`src/hdl/csr_pkg.sv`:
```
package csr_pkg;

    localparam int NUM_SEL = 14;

    typedef logic [13:0]        csr_addr_t;
    typedef logic [31:0]        csr_data_t;
    typedef logic [NUM_SEL-1:0] csr_sel_t;
    typedef logic [1:0]         plv_t;
    typedef logic [5:0]         ecode_t;
    typedef logic [8:0]         esubcode_t;
    typedef logic [7:0]         hw_int_t;

    typedef enum logic {
        TIMER_IDLE,
        TIMER_COUNT
    } timer_state_t;

    // register addresses
    localparam csr_addr_t ADDR_CRMD   = 14'h0;
    localparam csr_addr_t ADDR_PRMD   = 14'h1;
    localparam csr_addr_t ADDR_ECFG   = 14'h4;
    localparam csr_addr_t ADDR_ESTAT  = 14'h5;
    localparam csr_addr_t ADDR_ERA    = 14'h6;
    localparam csr_addr_t ADDR_EENTRY = 14'hc;
    localparam csr_addr_t ADDR_SAVE0  = 14'h30;
    localparam csr_addr_t ADDR_SAVE1  = 14'h31;
    localparam csr_addr_t ADDR_SAVE2  = 14'h32;
    localparam csr_addr_t ADDR_SAVE3  = 14'h33;
    localparam csr_addr_t ADDR_TID    = 14'h40;
    localparam csr_addr_t ADDR_TCFG   = 14'h41;
    localparam csr_addr_t ADDR_TVAL   = 14'h42;
    localparam csr_addr_t ADDR_TICLR  = 14'h44;

    // one-hot select positions, save0..tid kept contiguous
    localparam int SEL_CRMD   = 0;
    localparam int SEL_PRMD   = 1;
    localparam int SEL_ECFG   = 2;
    localparam int SEL_ESTAT  = 3;
    localparam int SEL_ERA    = 4;
    localparam int SEL_EENTRY = 5;
    localparam int SEL_SAVE0  = 6;
    localparam int SEL_SAVE1  = 7;
    localparam int SEL_SAVE2  = 8;
    localparam int SEL_SAVE3  = 9;
    localparam int SEL_TID    = 10;
    localparam int SEL_TCFG   = 11;
    localparam int SEL_TVAL   = 12;
    localparam int SEL_TICLR  = 13;

    // writable fields
    localparam csr_data_t MASK_CRMD     = 32'h0000_01ff;
    localparam csr_data_t MASK_PRMD     = 32'h0000_0007;
    localparam csr_data_t MASK_ECFG     = 32'h0000_1bff;
    localparam csr_data_t MASK_ESTAT_SW = 32'h0000_0003;
    localparam csr_data_t MASK_EENTRY   = 32'hffff_ffc0;
    localparam csr_data_t MASK_TCFG     = 32'hffff_ffff;

    localparam csr_data_t CRMD_RESET = 32'h0000_0008;

    localparam int PLV_HI            = 1;
    localparam int PLV_LO            = 0;
    localparam int BIT_IE            = 2;
    localparam int BIT_TI            = 11;
    localparam int INT_HI            = 12;
    localparam int BIT_TCFG_EN       = 0;
    localparam int BIT_TCFG_PERIODIC = 1;
    localparam int BIT_TICLR_CLR     = 0;
    localparam int INITVAL_HI        = 31;
    localparam int INITVAL_LO        = 2;
    localparam int ECODE_HI          = 21;
    localparam int ECODE_LO          = 16;
    localparam int ESUBCODE_HI       = 30;
    localparam int ESUBCODE_LO       = 22;
    localparam int HWI_HI            = 9;
    localparam int HWI_LO            = 2;

endpackage
```
`src/hdl/csr_top.sv`:
```
`timescale 1ns/1ps

module csr_top (
    input  logic                  clk,
    input  logic                  reset,
    input  csr_pkg::csr_addr_t    csr_raddr,
    output csr_pkg::csr_data_t    csr_rdata,
    input  logic                  csr_wr_en,
    input  csr_pkg::csr_addr_t    csr_waddr,
    input  csr_pkg::csr_data_t    csr_wdata,
    input  logic                  excp_flush,
    input  csr_pkg::csr_data_t    era_in,
    input  csr_pkg::ecode_t       ecode_in,
    input  csr_pkg::esubcode_t    esubcode_in,
    input  logic                  ertn_flush,
    input  csr_pkg::hw_int_t      interrupt,
    output csr_pkg::csr_data_t    eentry_out,
    output csr_pkg::csr_data_t    era_out,
    output csr_pkg::plv_t         plv_out,
    output csr_pkg::csr_data_t    tid_out,
    output logic                  has_int
);

    csr_pkg::csr_sel_t  wr_sel;
    csr_pkg::csr_sel_t  rd_sel;
    logic               rd_bypass;
    logic               timer_int;
    csr_pkg::csr_data_t crmd, prmd, ecfg, estat, era, eentry;
    csr_pkg::csr_data_t save0, save1, save2, save3, tid;
    csr_pkg::csr_data_t tcfg, tval;

    csr_addr_decode u_decode (
        .csr_raddr (csr_raddr),
        .csr_waddr (csr_waddr),
        .csr_wr_en (csr_wr_en),
        .wr_sel    (wr_sel),
        .rd_sel    (rd_sel),
        .rd_bypass (rd_bypass)
    );

    csr_exception_regs u_excp (
        .clk         (clk),
        .reset       (reset),
        .wr_sel      (wr_sel),
        .csr_wdata   (csr_wdata),
        .excp_flush  (excp_flush),
        .ertn_flush  (ertn_flush),
        .era_in      (era_in),
        .ecode_in    (ecode_in),
        .esubcode_in (esubcode_in),
        .interrupt   (interrupt),
        .timer_int   (timer_int),
        .crmd        (crmd),
        .prmd        (prmd),
        .ecfg        (ecfg),
        .estat       (estat),
        .era         (era),
        .eentry      (eentry),
        .plv_out     (plv_out),
        .has_int     (has_int)
    );

    csr_timer u_timer (
        .clk       (clk),
        .reset     (reset),
        .wr_sel    (wr_sel),
        .csr_wdata (csr_wdata),
        .tcfg      (tcfg),
        .tval      (tval),
        .timer_int (timer_int)
    );

    csr_scratch_regs u_scratch (
        .clk       (clk),
        .reset     (reset),
        .wr_sel    (wr_sel),
        .csr_wdata (csr_wdata),
        .save0     (save0),
        .save1     (save1),
        .save2     (save2),
        .save3     (save3),
        .tid       (tid)
    );

    csr_read_mux u_read_mux (
        .rd_sel    (rd_sel),
        .rd_bypass (rd_bypass),
        .csr_wdata (csr_wdata),
        .crmd      (crmd),
        .prmd      (prmd),
        .ecfg      (ecfg),
        .estat     (estat),
        .era       (era),
        .eentry    (eentry),
        .save0     (save0),
        .save1     (save1),
        .save2     (save2),
        .save3     (save3),
        .tid       (tid),
        .tcfg      (tcfg),
        .tval      (tval),
        .csr_rdata (csr_rdata)
    );

    assign eentry_out = eentry;
    assign era_out    = era;
    assign tid_out    = tid;

endmodule

```
`src/hdl/csr_read_mux.sv`:
```
`timescale 1ns/1ps

module csr_read_mux (
    input  csr_pkg::csr_sel_t  rd_sel,
    input  logic               rd_bypass,
    input  csr_pkg::csr_data_t csr_wdata,
    input  csr_pkg::csr_data_t crmd,
    input  csr_pkg::csr_data_t prmd,
    input  csr_pkg::csr_data_t ecfg,
    input  csr_pkg::csr_data_t estat,
    input  csr_pkg::csr_data_t era,
    input  csr_pkg::csr_data_t eentry,
    input  csr_pkg::csr_data_t save0,
    input  csr_pkg::csr_data_t save1,
    input  csr_pkg::csr_data_t save2,
    input  csr_pkg::csr_data_t save3,
    input  csr_pkg::csr_data_t tid,
    input  csr_pkg::csr_data_t tcfg,
    input  csr_pkg::csr_data_t tval,
    output csr_pkg::csr_data_t csr_rdata
);

    csr_pkg::csr_data_t regs [csr_pkg::NUM_SEL];

    always_comb begin
        regs[csr_pkg::SEL_CRMD]   = crmd;
        regs[csr_pkg::SEL_PRMD]   = prmd;
        regs[csr_pkg::SEL_ECFG]   = ecfg;
        regs[csr_pkg::SEL_ESTAT]  = estat;
        regs[csr_pkg::SEL_ERA]    = era;
        regs[csr_pkg::SEL_EENTRY] = eentry;
        regs[csr_pkg::SEL_SAVE0]  = save0;
        regs[csr_pkg::SEL_SAVE1]  = save1;
        regs[csr_pkg::SEL_SAVE2]  = save2;
        regs[csr_pkg::SEL_SAVE3]  = save3;
        regs[csr_pkg::SEL_TID]    = tid;
        regs[csr_pkg::SEL_TCFG]   = tcfg;
        regs[csr_pkg::SEL_TVAL]   = tval;
        // write-only clear register
        regs[csr_pkg::SEL_TICLR]  = '0;
    end

    always_comb begin
        csr_rdata = '0;
        for (int i = 0; i < csr_pkg::NUM_SEL; i++) begin
            csr_rdata = csr_rdata | ({32{rd_sel[i]}} & regs[i]);
        end
        if (rd_bypass) begin
            csr_rdata = csr_wdata;
        end
    end

endmodule

```
`src/hdl/csr_scratch_regs.sv`:
```
`timescale 1ns/1ps

module csr_scratch_regs (
    input  logic               clk,
    input  logic               reset,
    input  csr_pkg::csr_sel_t  wr_sel,
    input  csr_pkg::csr_data_t csr_wdata,
    output csr_pkg::csr_data_t save0,
    output csr_pkg::csr_data_t save1,
    output csr_pkg::csr_data_t save2,
    output csr_pkg::csr_data_t save3,
    output csr_pkg::csr_data_t tid
);

    localparam int NUM_SCRATCH = 5;

    // save0..save3 then tid, same order as the selects
    csr_pkg::csr_data_t scratch [NUM_SCRATCH];

    always_ff @(posedge clk) begin
        if (reset) begin
            for (int i = 0; i < NUM_SCRATCH; i++) begin
                scratch[i] <= '0;
            end
        end else begin
            for (int i = 0; i < NUM_SCRATCH; i++) begin
                if (wr_sel[csr_pkg::SEL_SAVE0 + i]) begin
                    scratch[i] <= csr_wdata;
                end
            end
        end
    end

    assign save0 = scratch[0];
    assign save1 = scratch[1];
    assign save2 = scratch[2];
    assign save3 = scratch[3];
    assign tid   = scratch[4];

endmodule

```
`src/hdl/csr_timer.sv`:
```
`timescale 1ns/1ps

module csr_timer (
    input  logic               clk,
    input  logic               reset,
    input  csr_pkg::csr_sel_t  wr_sel,
    input  csr_pkg::csr_data_t csr_wdata,
    output csr_pkg::csr_data_t tcfg,
    output csr_pkg::csr_data_t tval,
    output logic               timer_int
);

    csr_pkg::timer_state_t state;
    csr_pkg::csr_data_t    tcfg_wr_val;
    logic                  tcfg_we;
    logic                  ticlr_clr;
    logic                  expire;

    assign tcfg_we     = wr_sel[csr_pkg::SEL_TCFG];
    assign ticlr_clr   = wr_sel[csr_pkg::SEL_TICLR] && csr_wdata[csr_pkg::BIT_TICLR_CLR];
    assign tcfg_wr_val = csr_wdata & csr_pkg::MASK_TCFG;
    assign expire      = (state == csr_pkg::TIMER_COUNT) && (tval == '0);

    always_ff @(posedge clk) begin
        if (reset) begin
            state <= csr_pkg::TIMER_IDLE;
            tcfg  <= '0;
            tval  <= '0;
        end else if (tcfg_we) begin
            tcfg <= tcfg_wr_val;
            tval <= {tcfg_wr_val[csr_pkg::INITVAL_HI:csr_pkg::INITVAL_LO], 2'b00};
            state <= tcfg_wr_val[csr_pkg::BIT_TCFG_EN] ? csr_pkg::TIMER_COUNT
                                                       : csr_pkg::TIMER_IDLE;
        end else if (state == csr_pkg::TIMER_COUNT) begin
            if (tval != '0) begin
                tval <= tval - 32'd1;
            end else if (tcfg[csr_pkg::BIT_TCFG_PERIODIC]) begin
                tval <= {tcfg[csr_pkg::INITVAL_HI:csr_pkg::INITVAL_LO], 2'b00};
            end else begin
                // one-shot done
                tval  <= '1;
                state <= csr_pkg::TIMER_IDLE;
            end
        end
    end

    // clear > tcfg write > expiry
    always_ff @(posedge clk) begin
        if (reset) begin
            timer_int <= 1'b0;
        end else if (ticlr_clr) begin
            timer_int <= 1'b0;
        end else if (!tcfg_we && expire) begin
            timer_int <= 1'b1;
        end
    end

endmodule

```
`src/hdl/csr_exception_regs.sv`:
```
`timescale 1ns/1ps

module csr_exception_regs (
    input  logic                  clk,
    input  logic                  reset,
    input  csr_pkg::csr_sel_t     wr_sel,
    input  csr_pkg::csr_data_t    csr_wdata,
    input  logic                  excp_flush,
    input  logic                  ertn_flush,
    input  csr_pkg::csr_data_t    era_in,
    input  csr_pkg::ecode_t       ecode_in,
    input  csr_pkg::esubcode_t    esubcode_in,
    input  csr_pkg::hw_int_t      interrupt,
    input  logic                  timer_int,
    output csr_pkg::csr_data_t    crmd,
    output csr_pkg::csr_data_t    prmd,
    output csr_pkg::csr_data_t    ecfg,
    output csr_pkg::csr_data_t    estat,
    output csr_pkg::csr_data_t    era,
    output csr_pkg::csr_data_t    eentry,
    output csr_pkg::plv_t         plv_out,
    output logic                  has_int
);

    csr_pkg::csr_data_t estat_q;

    function automatic csr_pkg::csr_data_t merge(
        input csr_pkg::csr_data_t old_val,
        input csr_pkg::csr_data_t new_val,
        input csr_pkg::csr_data_t mask
    );
        return (old_val & ~mask) | (new_val & mask);
    endfunction

    // flush > ertn > write
    always_ff @(posedge clk) begin
        if (reset) begin
            crmd <= csr_pkg::CRMD_RESET;
        end else if (excp_flush) begin
            crmd[csr_pkg::PLV_HI:csr_pkg::PLV_LO] <= '0;
            crmd[csr_pkg::BIT_IE]                 <= 1'b0;
        end else if (ertn_flush) begin
            crmd[csr_pkg::PLV_HI:csr_pkg::PLV_LO] <= prmd[csr_pkg::PLV_HI:csr_pkg::PLV_LO];
            crmd[csr_pkg::BIT_IE]                 <= prmd[csr_pkg::BIT_IE];
        end else if (wr_sel[csr_pkg::SEL_CRMD]) begin
            crmd <= merge(crmd, csr_wdata, csr_pkg::MASK_CRMD);
        end
    end

    // pplv and pie share the plv/ie bit positions
    always_ff @(posedge clk) begin
        if (reset) begin
            prmd <= '0;
        end else if (excp_flush) begin
            prmd[csr_pkg::PLV_HI:csr_pkg::PLV_LO] <= crmd[csr_pkg::PLV_HI:csr_pkg::PLV_LO];
            prmd[csr_pkg::BIT_IE]                 <= crmd[csr_pkg::BIT_IE];
        end else if (wr_sel[csr_pkg::SEL_PRMD]) begin
            prmd <= merge(prmd, csr_wdata, csr_pkg::MASK_PRMD);
        end
    end

    always_ff @(posedge clk) begin
        if (reset) begin
            ecfg <= '0;
        end else if (wr_sel[csr_pkg::SEL_ECFG]) begin
            ecfg <= merge(ecfg, csr_wdata, csr_pkg::MASK_ECFG);
        end
    end

    always_ff @(posedge clk) begin
        if (reset) begin
            estat_q <= '0;
        end else begin
            if (excp_flush) begin
                estat_q[csr_pkg::ECODE_HI:csr_pkg::ECODE_LO]       <= ecode_in;
                estat_q[csr_pkg::ESUBCODE_HI:csr_pkg::ESUBCODE_LO] <= esubcode_in;
            end else if (wr_sel[csr_pkg::SEL_ESTAT]) begin
                estat_q <= merge(estat_q, csr_wdata, csr_pkg::MASK_ESTAT_SW);
            end
            // hardware lines sampled every cycle
            estat_q[csr_pkg::HWI_HI:csr_pkg::HWI_LO] <= interrupt;
        end
    end

    // timer pending bit lives in the timer block
    always_comb begin
        estat                  = estat_q;
        estat[csr_pkg::BIT_TI] = timer_int;
    end

    always_ff @(posedge clk) begin
        if (reset) begin
            era <= '0;
        end else if (excp_flush) begin
            era <= era_in;
        end else if (wr_sel[csr_pkg::SEL_ERA]) begin
            era <= csr_wdata;
        end
    end

    always_ff @(posedge clk) begin
        if (reset) begin
            eentry <= '0;
        end else if (wr_sel[csr_pkg::SEL_EENTRY]) begin
            eentry <= merge(eentry, csr_wdata, csr_pkg::MASK_EENTRY);
        end
    end

    assign plv_out = crmd[csr_pkg::PLV_HI:csr_pkg::PLV_LO];

    assign has_int = (|(ecfg[csr_pkg::INT_HI:0] & estat[csr_pkg::INT_HI:0]))
                     && crmd[csr_pkg::BIT_IE];

endmodule

```
`src/hdl/csr_addr_decode.sv`:
```
`timescale 1ns/1ps

module csr_addr_decode (
    input  csr_pkg::csr_addr_t csr_raddr,
    input  csr_pkg::csr_addr_t csr_waddr,
    input  logic               csr_wr_en,
    output csr_pkg::csr_sel_t  wr_sel,
    output csr_pkg::csr_sel_t  rd_sel,
    output logic               rd_bypass
);

    function automatic csr_pkg::csr_sel_t addr_to_sel(input csr_pkg::csr_addr_t addr);
        csr_pkg::csr_sel_t sel;
        sel = '0;
        case (addr)
            csr_pkg::ADDR_CRMD:   sel[csr_pkg::SEL_CRMD]   = 1'b1;
            csr_pkg::ADDR_PRMD:   sel[csr_pkg::SEL_PRMD]   = 1'b1;
            csr_pkg::ADDR_ECFG:   sel[csr_pkg::SEL_ECFG]   = 1'b1;
            csr_pkg::ADDR_ESTAT:  sel[csr_pkg::SEL_ESTAT]  = 1'b1;
            csr_pkg::ADDR_ERA:    sel[csr_pkg::SEL_ERA]    = 1'b1;
            csr_pkg::ADDR_EENTRY: sel[csr_pkg::SEL_EENTRY] = 1'b1;
            csr_pkg::ADDR_SAVE0:  sel[csr_pkg::SEL_SAVE0]  = 1'b1;
            csr_pkg::ADDR_SAVE1:  sel[csr_pkg::SEL_SAVE1]  = 1'b1;
            csr_pkg::ADDR_SAVE2:  sel[csr_pkg::SEL_SAVE2]  = 1'b1;
            csr_pkg::ADDR_SAVE3:  sel[csr_pkg::SEL_SAVE3]  = 1'b1;
            csr_pkg::ADDR_TID:    sel[csr_pkg::SEL_TID]    = 1'b1;
            csr_pkg::ADDR_TCFG:   sel[csr_pkg::SEL_TCFG]   = 1'b1;
            csr_pkg::ADDR_TVAL:   sel[csr_pkg::SEL_TVAL]   = 1'b1;
            csr_pkg::ADDR_TICLR:  sel[csr_pkg::SEL_TICLR]  = 1'b1;
            // unmapped, no select
            default: ;
        endcase
        return sel;
    endfunction

    assign rd_sel = addr_to_sel(csr_raddr);
    assign wr_sel = csr_wr_en ? addr_to_sel(csr_waddr) : '0;

    // same-cycle write to the address being read
    assign rd_bypass = csr_wr_en && (csr_waddr == csr_raddr);

endmodule

```
`config.mk`:
```
export PLATFORM = sky130hd
export DESIGN_NAME = csr_top
export DESIGN_NICKNAME = d
export VERILOG_FILES = /design/src/hdl/csr_pkg.sv /design/src/hdl/csr_top.sv /design/src/hdl/csr_read_mux.sv /design/src/hdl/csr_scratch_regs.sv /design/src/hdl/csr_timer.sv /design/src/hdl/csr_exception_regs.sv /design/src/hdl/csr_addr_decode.sv
export SDC_FILE = /design/constraint.sdc
export NUM_CORES = 1
export LEC_CHECK = 0
export ABC_CLOCK_PERIOD_IN_PS = 6800
export BUFFER_PORTS_ARGS = -buffer_cell sky130_fd_sc_hd__buf_2
export CORE_UTILIZATION = 45
export CTS_CLUSTER_SIZE = 25
export DETAILED_ROUTE_END_ITERATION = 16
export PLACE_DENSITY_LB_ADDON = 0.1
export SLEW_MARGIN = 20
export SYNTH_ARGS = -nofsm -noshare
export SYNTH_HDL_FRONTEND = slang
export SYNTH_HIERARCHICAL = 1
export SYNTH_SLANG_ARGS = --single-unit
```
`constraint.sdc`:
```
create_clock -name clk -period 6.8 [get_ports clk]
set_clock_uncertainty 0.15 [all_clocks]
set_input_delay 0 -clock clk [delete_from_list [all_inputs] [get_ports clk]]
set_output_delay 0 -clock clk [all_outputs]
set_load 0.1 [all_outputs]
```
==> results.toml <==
[pwr]
p_int_mw = 3.56
power_frac_comb_pct = 9.7
seqPwrFrac_pct = 46.5
clockPowerShare_pct = 43.9
p_sw_share_pct = 24.6
power.leakage_nw = 7.69
power_density_nw_per_um2 = 228
vdd_drop_max_uv = 149
power.switching_mw = 1.16

[cts]
ctsHoldBuffers = 157
clkLatencyLatePin_ns = 0.52
cts_tree = "yes"
cts_htree_levels = 2
clk_pin_slew_worst_paths_ns = 0.06
root_buffer = "clkbuf_16"
clk_path_buf_depth = 3
cts_setup_buffers = 0
cts_sinks = 333
cts_buffers = 38
postCtsResizedCells = 0

[logic_synthesis]
ys.warnings.count = 6
synthCells = 1588
syn_avg_cell_area_um2 = 10.6
syn_area_um2 = 16800

[setup_path]
r2r_cells = 6
worstPathRequired_ns = 7.11
crit_path_max_fanout = 18
regToRegSetupSlack_ns = 3.10
arrival_ns = 4.01
setup.worst_path.end_class = "flip-flop"
timing_worst_setup_path_type = "flip-flop to flip-flop"
cp-start-kind = "flip-flop"

[timing]
fin_tns_setup_ns = 0
min_period_over_period_pct = 54.4
drv_slew = 0
finalHoldViolCount = 0
setup_viol_count_final = 0
rsz0062_at_grt = "no"
fin_crit_ns = 3.70
fmax_mhz = 271
relSlewSlack_pct = 24.7
worstMarginPinSlew_ns = 1.13

[place]
io_buffers = 244
routabilityCongestion = 0.884
dpl.hpwl_um = 33100

[floorplan]
die_w_um = 195
fp.dieH_um = 195
pin_count = 251
dieArea_um2 = 38100
rows = 70
start_util_pct = 45.7
coreArea_um2 = 36700

[cells_and_area]
fin_nets = 2057
area_growth_pct = 23.4
layout-drive-gt1-share_pct = 19.5
antenna_cells = 0
multi_input_area_um2 = 7410
regArea_um2 = 8270
fillers = 3198
fin_util_pct = 56.4

[route]
wl_per_cell_um = 21.6
dr.pass1.iters = 8
wl_um = 52600
vias = 14200
viasPerCell = 5.84
ant_nets = 0
drtIter0Drc = 1233
drc = 0

[global_routing]
antenna_found_initial = 0
grt_pass1_wl_um = 81600
grt_overflow = 0
gr-usage-all-layers_pct = 27.2
grt_pass1_vias = 14000
grt_max_degree = 77

[worst_hold_path]
hp-class = "input port to flip-flop"
min_path_cells = 5

[outcome]
status = "complete, no violations"

[run]
max_cap_violations = 0
==> power groups by stage <==
stage               registers (mW)  logic, mW  clock network (mW)
finish                        2.20      0.456                2.07
global placement              2.24      0.374                   0
global route                  2.20      0.483                2.20
floorplan                     2.38      0.153                   0
detailed placement            2.24      0.378                   0
CTS                           2.20      0.450                2.11
==> layer usage <==
metal  vias up  routed length [um]  GRT usage, %
met1      6981               24000          38.3
met5         -                   0             0
met4         0                 743          5.80
li1       6590                   -             -
met3        69                3160          3.83
met2       572               24700          44.4
==> worst max-delay path: stages, from the launching register on <==
cell,delay (ns)
dfxtp_1,0.39
nor4_2,0.87
nand4_1,0.42
nor3_4,0.79
a21oi_1,0.19
a211oi_2,0.23
dlygate4sd3_1,0.59
==> stage by stage <==
step	worst slack (ns)	instance area, um2	power, mW	cells	hold slack [ns]
global route	2.92	20700	4.88	2432	0.0563
detailed placement	3.43	17900	2.62	2206	0.0748
CTS	3.13	20700	4.75	2432	0.00725
floorplan	3.66	17100	2.53	1671	-0.0569
global placement	3.55	17900	2.61	2206	0.0711
finish	3.10	20700	4.72	2432	0.0197
==> area by class of cell <==
type                            count  share of cell area, %
Tap cell                          468                   2.83
Timing Repair Buffer              429                   14.5
Clock buffer                       59                   5.66
Inverter                           45                  0.815
Sequential cell                   333                   39.9
Multi-Input combinational cell   1088                   35.8
Clock inverter                     10                  0.477
==> placed cells by master (no fill, tap or decap), types with 14 or more instances in the layout <==
master and instances:
a21oi_1 88, a221oi_1 66, a222oi_1 33, a22o_1 34, a22oi_1 88, a32oi_1 32
and3_1 37, buf_2 242, buf_4 29, clkbuf_16 40, conb_1 84, dfxtp_1 173
dlygate4sd3_1 157, edfxtp_1 160, inv_1 44, mux2i_1 128, nand2_1 25, nand2b_1 40
nor2_1 199, nor3_1 25, nor4_1 14, o21ai_0 15, xnor2_1 27
==> registers in the layout, summed over array words and instances, names as in the netlist <==
signal and flops:
u_excp/ecfg 12, u_excp/prmd 3, u_timer/tcfg 32, u_excp/estat_q 25, u_excp/eentry 26, u_timer/state 1
u_timer/tval 32, u_timer/timer_int 1, u_excp/crmd 9, u_excp/era 32, u_scratch/scratch 160
==> worst paths after layout <==
| check | start | to |
|---|---|---|
| min | csr_waddr[0] | u_excp/estat_q[1] |
| max reg2reg | u_timer/tval[8] | u_timer/timer_int |
| max | u_timer/tval[8] | u_timer/timer_int |
| min reg2reg | u_excp/estat_q[24] | u_excp/estat_q[24] |
(Power assumes the default switching activity.)
